File: src/hdl/replica_cfg.svh
`ifndef REPLICA_CFG_SVH
`define REPLICA_CFG_SVH

// ************************************************************
// Tour geometry
// ************************************************************

// 32 cities per tour
`define CITY_NUM_LOG 5

// 8 cities packed per word
`define CITY_WORD_LOG 3

// Words per tour
`define CITY_DIV_LOG (`CITY_NUM_LOG - `CITY_WORD_LOG)

`define BASE_LOG 2 // Replica slots per node

`endif

File: src/hdl/exchange_pkg.sv
`default_nettype none

package exchange_pkg;

    typedef enum logic [1:0] {
        NOP  = 2'd0,
        PREV = 2'd1,
        SELF = 2'd2,
        FOLW = 2'd3
    } exchange_command_t;

    typedef enum logic [1:0] {
        IDLE = 2'd0,
        READ = 2'd1,
        EMIT = 2'd2
    } ctrl_state_t;

endpackage

`default_nettype wire

File: src/hdl/replica_pkg.sv
`default_nettype none
`include "replica_cfg.svh"

package replica_pkg;

    typedef logic [`CITY_NUM_LOG-1:0] city_t;

    // Element k holds the city at position word*8+k
    typedef city_t [(1 << `CITY_WORD_LOG)-1:0] replica_data_t;

    typedef enum logic {
        TWO_OPT = 1'b0,
        OR_OPT  = 1'b1
    } move_kind_t;

    // Same two fields, read as segment bounds or as a relocation
    typedef union packed {
        struct packed {
            city_t first;
            city_t last;
        } two_opt;
        struct packed {
            city_t src;
            city_t dst;
        } or_opt;
    } move_u;

    typedef struct packed {
        move_kind_t kind;
        move_u      mv;
    } opt_t;

endpackage

`default_nettype wire

File: src/hdl/bank_rd_if.sv
`timescale 1ns/1ps
`default_nettype none
`include "replica_cfg.svh"

interface bank_rd_if;

    logic                       rd_en;
    logic [`BASE_LOG-1:0]       rd_base;
    logic [`CITY_DIV_LOG-1:0]   rd_word;
    replica_pkg::replica_data_t rd_data;

    modport ctrl (
        output rd_en,
        output rd_base,
        output rd_word
    );

    modport bank (
        input  rd_en,
        input  rd_base,
        input  rd_word,
        output rd_data
    );

endinterface

`default_nettype wire

File: src/hdl/exchange.sv
`timescale 1ns/1ps
`default_nettype none
`include "replica_cfg.svh"

module exchange (
    input  logic                            clk,
    input  logic                            reset,
    input  logic [`BASE_LOG-1:0]            dd_base_id_i,
    input  logic [`BASE_LOG-1:0]            ex_base_id_r_i,
    input  logic [`BASE_LOG-1:0]            ex_base_id_w_i,
    input  exchange_pkg::exchange_command_t command_i,
    input  replica_pkg::opt_t               opt_i,
    input  logic                            prev_valid_i,
    input  replica_pkg::replica_data_t      prev_data_i,
    input  logic                            self_valid_i,
    input  replica_pkg::replica_data_t      self_data_i,
    input  logic                            folw_valid_i,
    input  replica_pkg::replica_data_t      folw_data_i,
    input  exchange_pkg::exchange_command_t in_ex_com_i,
    output logic                            out_valid_o,
    output replica_pkg::replica_data_t      out_data_o,
    input  replica_pkg::city_t              ordering_addr_i,
    output replica_pkg::city_t              ordering_data_o,
    output exchange_pkg::exchange_command_t out_ex_com_o
);

    logic                       wr_valid;
    replica_pkg::replica_data_t wr_data;
    logic [`CITY_DIV_LOG-1:0]   wr_word;
    logic                       load, emit;
    logic [`CITY_DIV_LOG-1:0]   load_word, emit_word;

    bank_rd_if rd_if ();

    // Write source select
    always_comb begin
        case (in_ex_com_i)
            exchange_pkg::PREV: begin
                wr_valid = prev_valid_i;
                wr_data  = prev_data_i;
            end
            exchange_pkg::SELF: begin
                wr_valid = self_valid_i;
                wr_data  = self_data_i;
            end
            exchange_pkg::FOLW: begin
                wr_valid = folw_valid_i;
                wr_data  = folw_data_i;
            end
            default: begin
                wr_valid = 1'b0;
                wr_data  = self_data_i;
            end
        endcase
    end

    word_counter u_wr_cnt (
        .clk     (clk),
        .reset   (reset),
        .en_i    (wr_valid),
        .count_o (wr_word),
        .last_o  ()
    );

    exchange_ctrl u_ctrl (
        .clk            (clk),
        .reset          (reset),
        .command_i      (command_i),
        .ex_base_id_r_i (ex_base_id_r_i),
        .rd             (rd_if.ctrl),
        .load_o         (load),
        .load_word_o    (load_word),
        .emit_o         (emit),
        .emit_word_o    (emit_word),
        .out_ex_com_o   (out_ex_com_o)
    );

    tour_bank u_bank (
        .clk             (clk),
        .reset           (reset),
        .wr_en_i         (wr_valid),
        .wr_base_i       (ex_base_id_w_i),
        .wr_word_i       (wr_word),
        .wr_data_i       (wr_data),
        .rd              (rd_if.bank),
        .dd_base_id_i    (dd_base_id_i),
        .ordering_addr_i (ordering_addr_i),
        .ordering_data_o (ordering_data_o)
    );

    opt_route u_route (
        .clk         (clk),
        .reset       (reset),
        .opt_i       (opt_i),
        .load_i      (load),
        .load_word_i (load_word),
        .word_i      (rd_if.rd_data),
        .emit_i      (emit),
        .emit_word_i (emit_word),
        .out_valid_o (out_valid_o),
        .out_data_o  (out_data_o)
    );

endmodule

`default_nettype wire

File: src/hdl/exchange_ctrl.sv
`timescale 1ns/1ps
`default_nettype none
`include "replica_cfg.svh"

module exchange_ctrl (
    input  logic                             clk,
    input  logic                             reset,
    input  exchange_pkg::exchange_command_t  command_i,
    input  logic [`BASE_LOG-1:0]             ex_base_id_r_i,
    bank_rd_if.ctrl                          rd,
    output logic                             load_o,
    output logic [`CITY_DIV_LOG-1:0]         load_word_o,
    output logic                             emit_o,
    output logic [`CITY_DIV_LOG-1:0]         emit_word_o,
    output exchange_pkg::exchange_command_t  out_ex_com_o
);

    exchange_pkg::ctrl_state_t       state_q, state_d;
    exchange_pkg::exchange_command_t com_d1, com_d2, com_d3;
    logic [`CITY_DIV_LOG-1:0]        count;
    logic                            last;
    logic                            cnt_en;
    logic                            start;
    logic                            reading;
    logic [`BASE_LOG-1:0]            rd_base_q;

    assign start   = (state_q == exchange_pkg::IDLE) && (command_i != exchange_pkg::NOP);
    assign reading = (state_q == exchange_pkg::READ);
    assign cnt_en  = (state_q != exchange_pkg::IDLE); // One counter for both phases

    word_counter u_cnt (
        .clk     (clk),
        .reset   (reset),
        .en_i    (cnt_en),
        .count_o (count),
        .last_o  (last)
    );

    always_comb begin
        state_d = state_q;
        case (state_q)
            exchange_pkg::IDLE: if (start) state_d = exchange_pkg::READ;
            exchange_pkg::READ: if (last) state_d = exchange_pkg::EMIT;
            exchange_pkg::EMIT: if (last) state_d = exchange_pkg::IDLE;
            default:            state_d = exchange_pkg::IDLE;
        endcase
    end

    // ************************************************************
    // State, base capture, pipeline of load and emit strobes
    // ************************************************************
    always_ff @(posedge clk) begin
        if (reset) begin
            state_q   <= exchange_pkg::IDLE;
            rd_base_q <= '0;
            load_o    <= 1'b0;
            emit_o    <= 1'b0;
            com_d1    <= exchange_pkg::NOP;
            com_d2    <= exchange_pkg::NOP;
            com_d3    <= exchange_pkg::NOP;
        end else begin
            state_q <= state_d;
            if (state_q == exchange_pkg::IDLE) rd_base_q <= ex_base_id_r_i; // Frozen while busy
            load_o <= reading;                  // Matches RAM latency
            emit_o <= (state_q == exchange_pkg::EMIT);
            if (start) com_d1 <= command_i;
            com_d2 <= com_d1;
            com_d3 <= com_d2;
        end
    end

    always_ff @(posedge clk) begin
        load_word_o <= count;
        emit_word_o <= count;
    end

    assign rd.rd_en      = reading;
    assign rd.rd_base    = rd_base_q;
    assign rd.rd_word    = count;
    assign out_ex_com_o  = com_d3;

    a_load_emit_excl : assert property (@(posedge clk) disable iff (reset)
        !(load_o && emit_o));

endmodule

`default_nettype wire

File: src/hdl/opt_route.sv
`timescale 1ns/1ps
`default_nettype none
`include "replica_cfg.svh"

module opt_route (
    input  logic                       clk,
    input  logic                       reset,
    input  replica_pkg::opt_t          opt_i,
    input  logic                       load_i,
    input  logic [`CITY_DIV_LOG-1:0]   load_word_i,
    input  replica_pkg::replica_data_t word_i,
    input  logic                       emit_i,
    input  logic [`CITY_DIV_LOG-1:0]   emit_word_i,
    output logic                       out_valid_o,
    output replica_pkg::replica_data_t out_data_o
);

    localparam int CITIES   = 1 << `CITY_NUM_LOG;
    localparam int PER_WORD = 1 << `CITY_WORD_LOG;

    replica_pkg::opt_t  opt_q;
    replica_pkg::city_t tour_q [CITIES];

    // Position whose city lands at position p after the move
    function automatic replica_pkg::city_t src_pos(input replica_pkg::opt_t op,
                                                   input replica_pkg::city_t p);
        replica_pkg::city_t a;
        replica_pkg::city_t b;
        replica_pkg::city_t s;
        s = p;
        if (op.kind == replica_pkg::TWO_OPT) begin
            a = op.mv.two_opt.first;
            b = op.mv.two_opt.last;
            if (p >= a && p <= b) s = a + b - p; // Segment reversal
        end else begin
            a = op.mv.or_opt.src;
            b = op.mv.or_opt.dst;
            if (a < b) begin
                if (p >= a && p < b) s = p + 1'b1;
                else if (p == b) s = a;
            end else if (a > b) begin
                if (p == b) s = a;
                else if (p > b && p <= a) s = p - 1'b1;
            end
        end
        return s;
    endfunction

    always_ff @(posedge clk) begin
        if (load_i) begin
            if (load_word_i == '0) opt_q <= opt_i;
            for (int k = 0; k < PER_WORD; k++) begin
                tour_q[{load_word_i, `CITY_WORD_LOG'(k)}] <= word_i[k];
            end
        end
    end

    always_ff @(posedge clk) begin
        if (reset) begin
            out_valid_o <= 1'b0;
        end else begin
            out_valid_o <= emit_i;
        end
        if (emit_i) begin
            for (int k = 0; k < PER_WORD; k++) begin
                out_data_o[k] <= tour_q[src_pos(opt_q, {emit_word_i, `CITY_WORD_LOG'(k)})];
            end
        end
    end

endmodule

`default_nettype wire

File: src/hdl/tour_bank.sv
`timescale 1ns/1ps
`default_nettype none
`include "replica_cfg.svh"

module tour_bank (
    input  logic                       clk,
    input  logic                       reset,
    input  logic                       wr_en_i,
    input  logic [`BASE_LOG-1:0]       wr_base_i,
    input  logic [`CITY_DIV_LOG-1:0]   wr_word_i,
    input  replica_pkg::replica_data_t wr_data_i,
    bank_rd_if.bank                    rd,
    input  logic [`BASE_LOG-1:0]       dd_base_id_i,
    input  replica_pkg::city_t         ordering_addr_i,
    output replica_pkg::city_t         ordering_data_o
);

    localparam int ADDR_W = `BASE_LOG - 1 + `CITY_DIV_LOG;
    localparam int DEPTH  = 1 << ADDR_W;

    logic [ADDR_W-1:0]          wr_addr, ex_addr, dd_addr;
    logic                       wr_bank, ex_bank;
    logic                       ex_bank_q;
    logic [`CITY_WORD_LOG-1:0]  city_sel_q;
    replica_pkg::replica_data_t q [2];
    replica_pkg::replica_data_t dd_word;

    assign wr_bank = wr_base_i[0];
    assign ex_bank = rd.rd_base[0]; // Display always reads the other bank
    assign wr_addr = {wr_base_i[`BASE_LOG-1:1], wr_word_i};
    assign ex_addr = {rd.rd_base[`BASE_LOG-1:1], rd.rd_word};
    assign dd_addr = {dd_base_id_i[`BASE_LOG-1:1],
                      ordering_addr_i[`CITY_NUM_LOG-1:`CITY_WORD_LOG]};

    // ************************************************************
    // Ping-pong RAMs, one write and one read per cycle each
    // ************************************************************
    for (genvar b = 0; b < 2; b++) begin : g_bank
        replica_pkg::replica_data_t mem [DEPTH];

        always_ff @(posedge clk) begin
            if (wr_en_i && (wr_bank == 1'(b))) begin
                mem[wr_addr] <= wr_data_i;
            end
            if (ex_bank == 1'(b)) begin
                if (rd.rd_en) q[b] <= mem[ex_addr];
            end else begin
                q[b] <= mem[dd_addr];
            end
        end
    end

    // Selects travel with the registered read data
    always_ff @(posedge clk) begin
        if (reset) begin
            ex_bank_q <= 1'b0;
        end else begin
            ex_bank_q <= ex_bank;
        end
        city_sel_q <= ordering_addr_i[`CITY_WORD_LOG-1:0];
    end

    assign rd.rd_data      = ex_bank_q ? q[1] : q[0];
    assign dd_word         = ex_bank_q ? q[0] : q[1];
    assign ordering_data_o = dd_word[city_sel_q];

    // Read-during-write on the display bank would return stale data
    a_no_wr_dd_clash : assert property (@(posedge clk) disable iff (reset)
        wr_en_i && (wr_bank != ex_bank) |-> wr_addr != dd_addr);

endmodule

`default_nettype wire

File: src/hdl/word_counter.sv
`timescale 1ns/1ps
`default_nettype none
`include "replica_cfg.svh"

module word_counter #(
    parameter int unsigned WORDS = 1 << `CITY_DIV_LOG
) (
    input  logic                     clk,
    input  logic                     reset,
    input  logic                     en_i,
    output logic [`CITY_DIV_LOG-1:0] count_o,
    output logic                     last_o
);

    assign last_o = (count_o == `CITY_DIV_LOG'(WORDS - 1));

    always_ff @(posedge clk) begin
        if (reset) begin
            count_o <= '0;
        end else if (en_i) begin
            count_o <= last_o ? '0 : count_o + 1'b1; // Wrap after final word
        end
    end

    a_count_range : assert property (@(posedge clk) disable iff (reset)
        count_o < WORDS);

endmodule

`default_nettype wire

File: config.mk
export PLATFORM = sky130hd
export DESIGN_NAME = exchange
export DESIGN_NICKNAME = d
export VERILOG_FILES = /design/src/hdl/exchange_pkg.sv /design/src/hdl/replica_pkg.sv /design/src/hdl/bank_rd_if.sv /design/src/hdl/exchange.sv /design/src/hdl/exchange_ctrl.sv /design/src/hdl/opt_route.sv /design/src/hdl/tour_bank.sv /design/src/hdl/word_counter.sv
export VERILOG_INCLUDE_DIRS = /design/src /design/src/hdl
export SDC_FILE = /design/constraint.sdc
export NUM_CORES = 2
export LEC_CHECK = 0
export BUFFER_PORTS_ARGS = -buffer_cell sky130_fd_sc_hd__buf_2
export CORE_MARGIN = 8
export CORE_UTILIZATION = 55
export DETAILED_ROUTE_END_ITERATION = 16
export PLACE_DENSITY = 0.72
export REMOVE_ABC_BUFFERS = 1
export SLEW_MARGIN = 20
export SYNTH_ARGS = -nofsm -noshare
export SYNTH_HDL_FRONTEND = slang
export SYNTH_SLANG_ARGS = --single-unit
File: constraint.sdc
create_clock -name clk -period 13.65 [get_ports clk]
set_input_delay 2.0475 -clock clk [delete_from_list [all_inputs] [get_ports clk]]
set_output_delay 2.0475 -clock clk [all_outputs]
set_load 0.005 [all_outputs]
==> results.md <==
- Outcome: finished clean
- Adder-Cell Fraction of Synth Area: less than 1%
- WL/cell: approximately 32 um
- Worst Setup End Kind: register
- Maximum clock frequency: around 0.16 GHz
- Cell variety after synth: between 90 and 100
- Clock Skew: 46.1 ps
- Max transition margin: a little over an eighth
- Reg area: ~0.028 sq mm
- Top cell type by total area after synthesis: edfxtp_1
- Crit-path slowest cell: buf_4
- Maximum capacitance violations: 0
- Final Util: approximately three fifths
- Ranking of synthesized cells by area: edfxtp_1, mux4_2, mux2i_1
- Post-CTS Hold Buffers: 0
- Chip Width: 336 um
- Hold Vio Cnt, Final: 0
- Clk Latency, worst-skew pair: 700 ps
- Final Cell Area: roughly 0.062 sq mm
- Asr flop ratio synth: 0%
- Register area share after synthesis: between 50 and 60%
- Dpl hpwl: between 100000 and 150000 um
- Worst setup path start: u_ctrl.load_word_o[0]
- Vias in the first global route: 39272
- Drt pass-1 iters: 7
- Tightest Pin Transition: around 1300 ps
- Fillcell total: about 7700
- Sequential Power Share: between 40% and 50%
- Post-Layout Cell Count: approximately 5700
- Synth Area per Inst: between 10 and 15 sq um
- Clock Power Share: around a third
- Shortest period the worst path allows: between 6000 and 7000 ps
- Tot GR Track Use: 31.2%
- Total die area: roughly 0.11 sq mm
- Worst Path Required: about 14000 ps
- Htree depth: 3
- Syn Inst Count: 4227
- Switching share of power: approximately 29%
- Worst Path Arrival: around 6700 ps
- Switching power: 2.25 mW
- First-pass GRT wire length: 260000 um
- Worst r2r src: u_ctrl.load_word_o[0]
- Nets: 4409
- Number of port buffers: ~200
- DRT iter0 DRCs: around 5500
- Grt total ovfl: 0
- Final Setup Violations: 0
- Setup Fix Bufs, Post-CTS: 0
- Predominant post-synthesis flop cell: edfxtp_1
- Initial Util: a little under three fifths
- Comb power frac: approximately a fifth
- Layout Area Growth over Synthesis: 9.64%
- Most common cell in the netlist: edfxtp_1
- Mapped Area: 0.0561 sq mm
- Total power: a little under 8 mW
- CTS Buf Count: 98
- Period utilisation layout: 46.9%
- Simple-Gate Fraction of Synth Area: between 8 and 9%
- Vias post-DR: around 40000
- TNS Setup: 0 ps
- Yosys warning count: 0
- Clock root cell: clkbuf_16
- RD Place Congestion: roughly 1.0
- Hold slack: approximately 430 ps
- Clock Sinks: ~950
- Synth cell count leaders: edfxtp_1, mux2i_1, nand2_1
- Layout cells sized above 1: 23.6%
- Pleak: ~21 nW
- Final critical-path setup slack: around 7200 ps
- Largest net degree at the start of global routing: about 110
- Worst hold-check path type: reg2reg
- Ports: ~200
- Multi-input gate area: around 0.026 sq mm
- CTS clk-pin slew, worst paths: 60 ps
- Post-synth top area share: around 50%
- Via/cell ratio: roughly 7.1
- Largest stage delay, worst path: 750 ps
- Setup CP Type: reg2reg
- Largest family of logic cells by synthesized area: multiplexers
- CP most frequent cell: buf_4
- Max-slew violations: 0
- Worst vdd ir: 115 uV
- Xor/xnor share of the synthesized area: less than 1%
- Maximum buffer depth of the clock tree: 3
- Post-synth EDFFs: 931
- Post-synthesis compound-gate area fraction: slightly below 9%
- Unrepaired setup endpoints after global routing: no
- Floorplan row count: 117
- Initial antenna violation count: 3
- Mux cell area share after synthesis: about 28%
- CP cell instances: buf_4, clkinv_1, ha_1, and3_1, nand2_1, o21ai_0, or4_1, o311ai_4, buf_4, buf_4, mux2i_1, o22ai_1, nor4_1, mux2i_1
- Dpl cell area: 0.0582 sq mm
- Core area: about 0.10 sq mm
- Cell Pwr Density: around 130 mW/mm^2
- Chip Height: approximately 340 um
- Cell Int Power: ~5.5 mW
- Post_cts resized: 0
- DRC: 0
- Crit Path Max Fanout: 49
- Synthesized flop and latch total: 954
- DP Worst Slack: around 7500 ps
- Antenna Nets Post-Route: 0
- Final WL: about 180000 um
- CTS tree: done
- Placed cells: 5491
- Startpoint Class: register
- Min-delay src: u_ctrl.com_d2[0]
path summary, 6_finish.rpt:
check	endpoint	slack (ps)	cells past startpoint
worst max-delay path	u_route.out_data_o[24]	7240	14
worst min-delay path	u_ctrl.out_ex_com_o[0]	430	1
worst max register to register	u_route.out_data_o[24]	7240	14
worst min register to register	u_ctrl.out_ex_com_o[0]	430	1
placed cells by master, fill, tap and decap left out, types with 13 or more instances in the layout:
cell type,n
a21oi_1,170
nor2b_1,104
dfxtp_1,17
and3_1,38
clkbuf_1,20
mux2_2,82
nand3_1,122
mux4_2,378
clkbuf_16,100
buf_4,98
nand2_1,415
nor3_1,17
o22ai_1,59
buf_2,193
a22o_1,13
a221oi_1,30
edfxtp_1,931
clkinv_1,24
o21ai_0,54
a21oi_2,32
a31oi_1,39
a32oi_1,24
ha_1,32
nor2_4,13
inv_1,21
nor3b_1,18
a22oi_1,32
clkinv_2,19
nand4_1,41
o211ai_1,24
nor2_1,142
mux2i_1,602
nor4_1,19
a211oi_1,132
worst max-delay path: cells and delay by family, from the launching register on:
kind            cells  cell delay (ps)
compound gates      3              490
simple gates        4             1850
mux                 2              610
fa+ha+maj           1              600
buf+inv             4             2130
flops               1              300
cell type report:
| type | count | area share [%] |
|---|---|---|
| Clock buffer | 120 | 4.19 |
| Inverter | 23 | 0.140 |
| Sequential cell | 954 | 46.2 |
| Multi-Input combinational cell | 2850 | 42.8 |
| Antenna cell | 2 | 0.00813 |
| Timing Repair Buffer | 297 | 2.91 |
| Tap cell | 1368 | 2.78 |
| Clock inverter | 62 | 0.978 |
sequential cells by signal, indices dropped and copies added (netlist names), 2 cells and up:
signal                flops
u_bank.city_sel_q         3
u_ctrl.com_d2             2
u_ctrl.out_ex_com_o       2
u_ctrl.com_d1             2
u_bank.q                 80
u_bank.g_bank.mem       640
u_route.tour_q          160
u_route.opt_q            11
u_wr_cnt.count_o          2
u_ctrl.state_q            2
u_route.out_data_o       40
u_ctrl.load_word_o        2
u_ctrl.u_cnt.count_o      2
u_ctrl.rd.rd_base         2
power groups by stage:
| stage | Clock (mW) | Combinational, mW | Sequential, mW |
|---|---|---|---|
| after floorplan | 0 | 1.06 | 3.52 |
| after global placement | 0 | 1.53 | 3.52 |
| after detailed placement | 0 | 1.55 | 3.52 |
| after CTS | 2.69 | 1.56 | 3.46 |
| after global routing | 2.78 | 1.69 | 3.47 |
| final | 2.65 | 1.62 | 3.47 |
kinds of logic after synthesis:
logic type               Yosys count
multiplexers                    1069
adder cells (fa/ha/maj)           34
AND/OR/NAND/NOR                 1011
flip-flops                       954
AO/OA/AOI/OAI                    716
XOR/XNOR                          20
buffers and inverters            423
routing by layer:
layer | part of all wire (%) | track usage, % | wire length (um)
met5 | 0.029 | 0 | 52
met4 | 6.7 | 17.7 | 12100
met3 | 11 | 7.82 | 20000
met2 | 46 | 49.5 | 83900
met1 | 36 | 39.3 | 65200
Note: power is estimated with default switching activity, not from simulation.
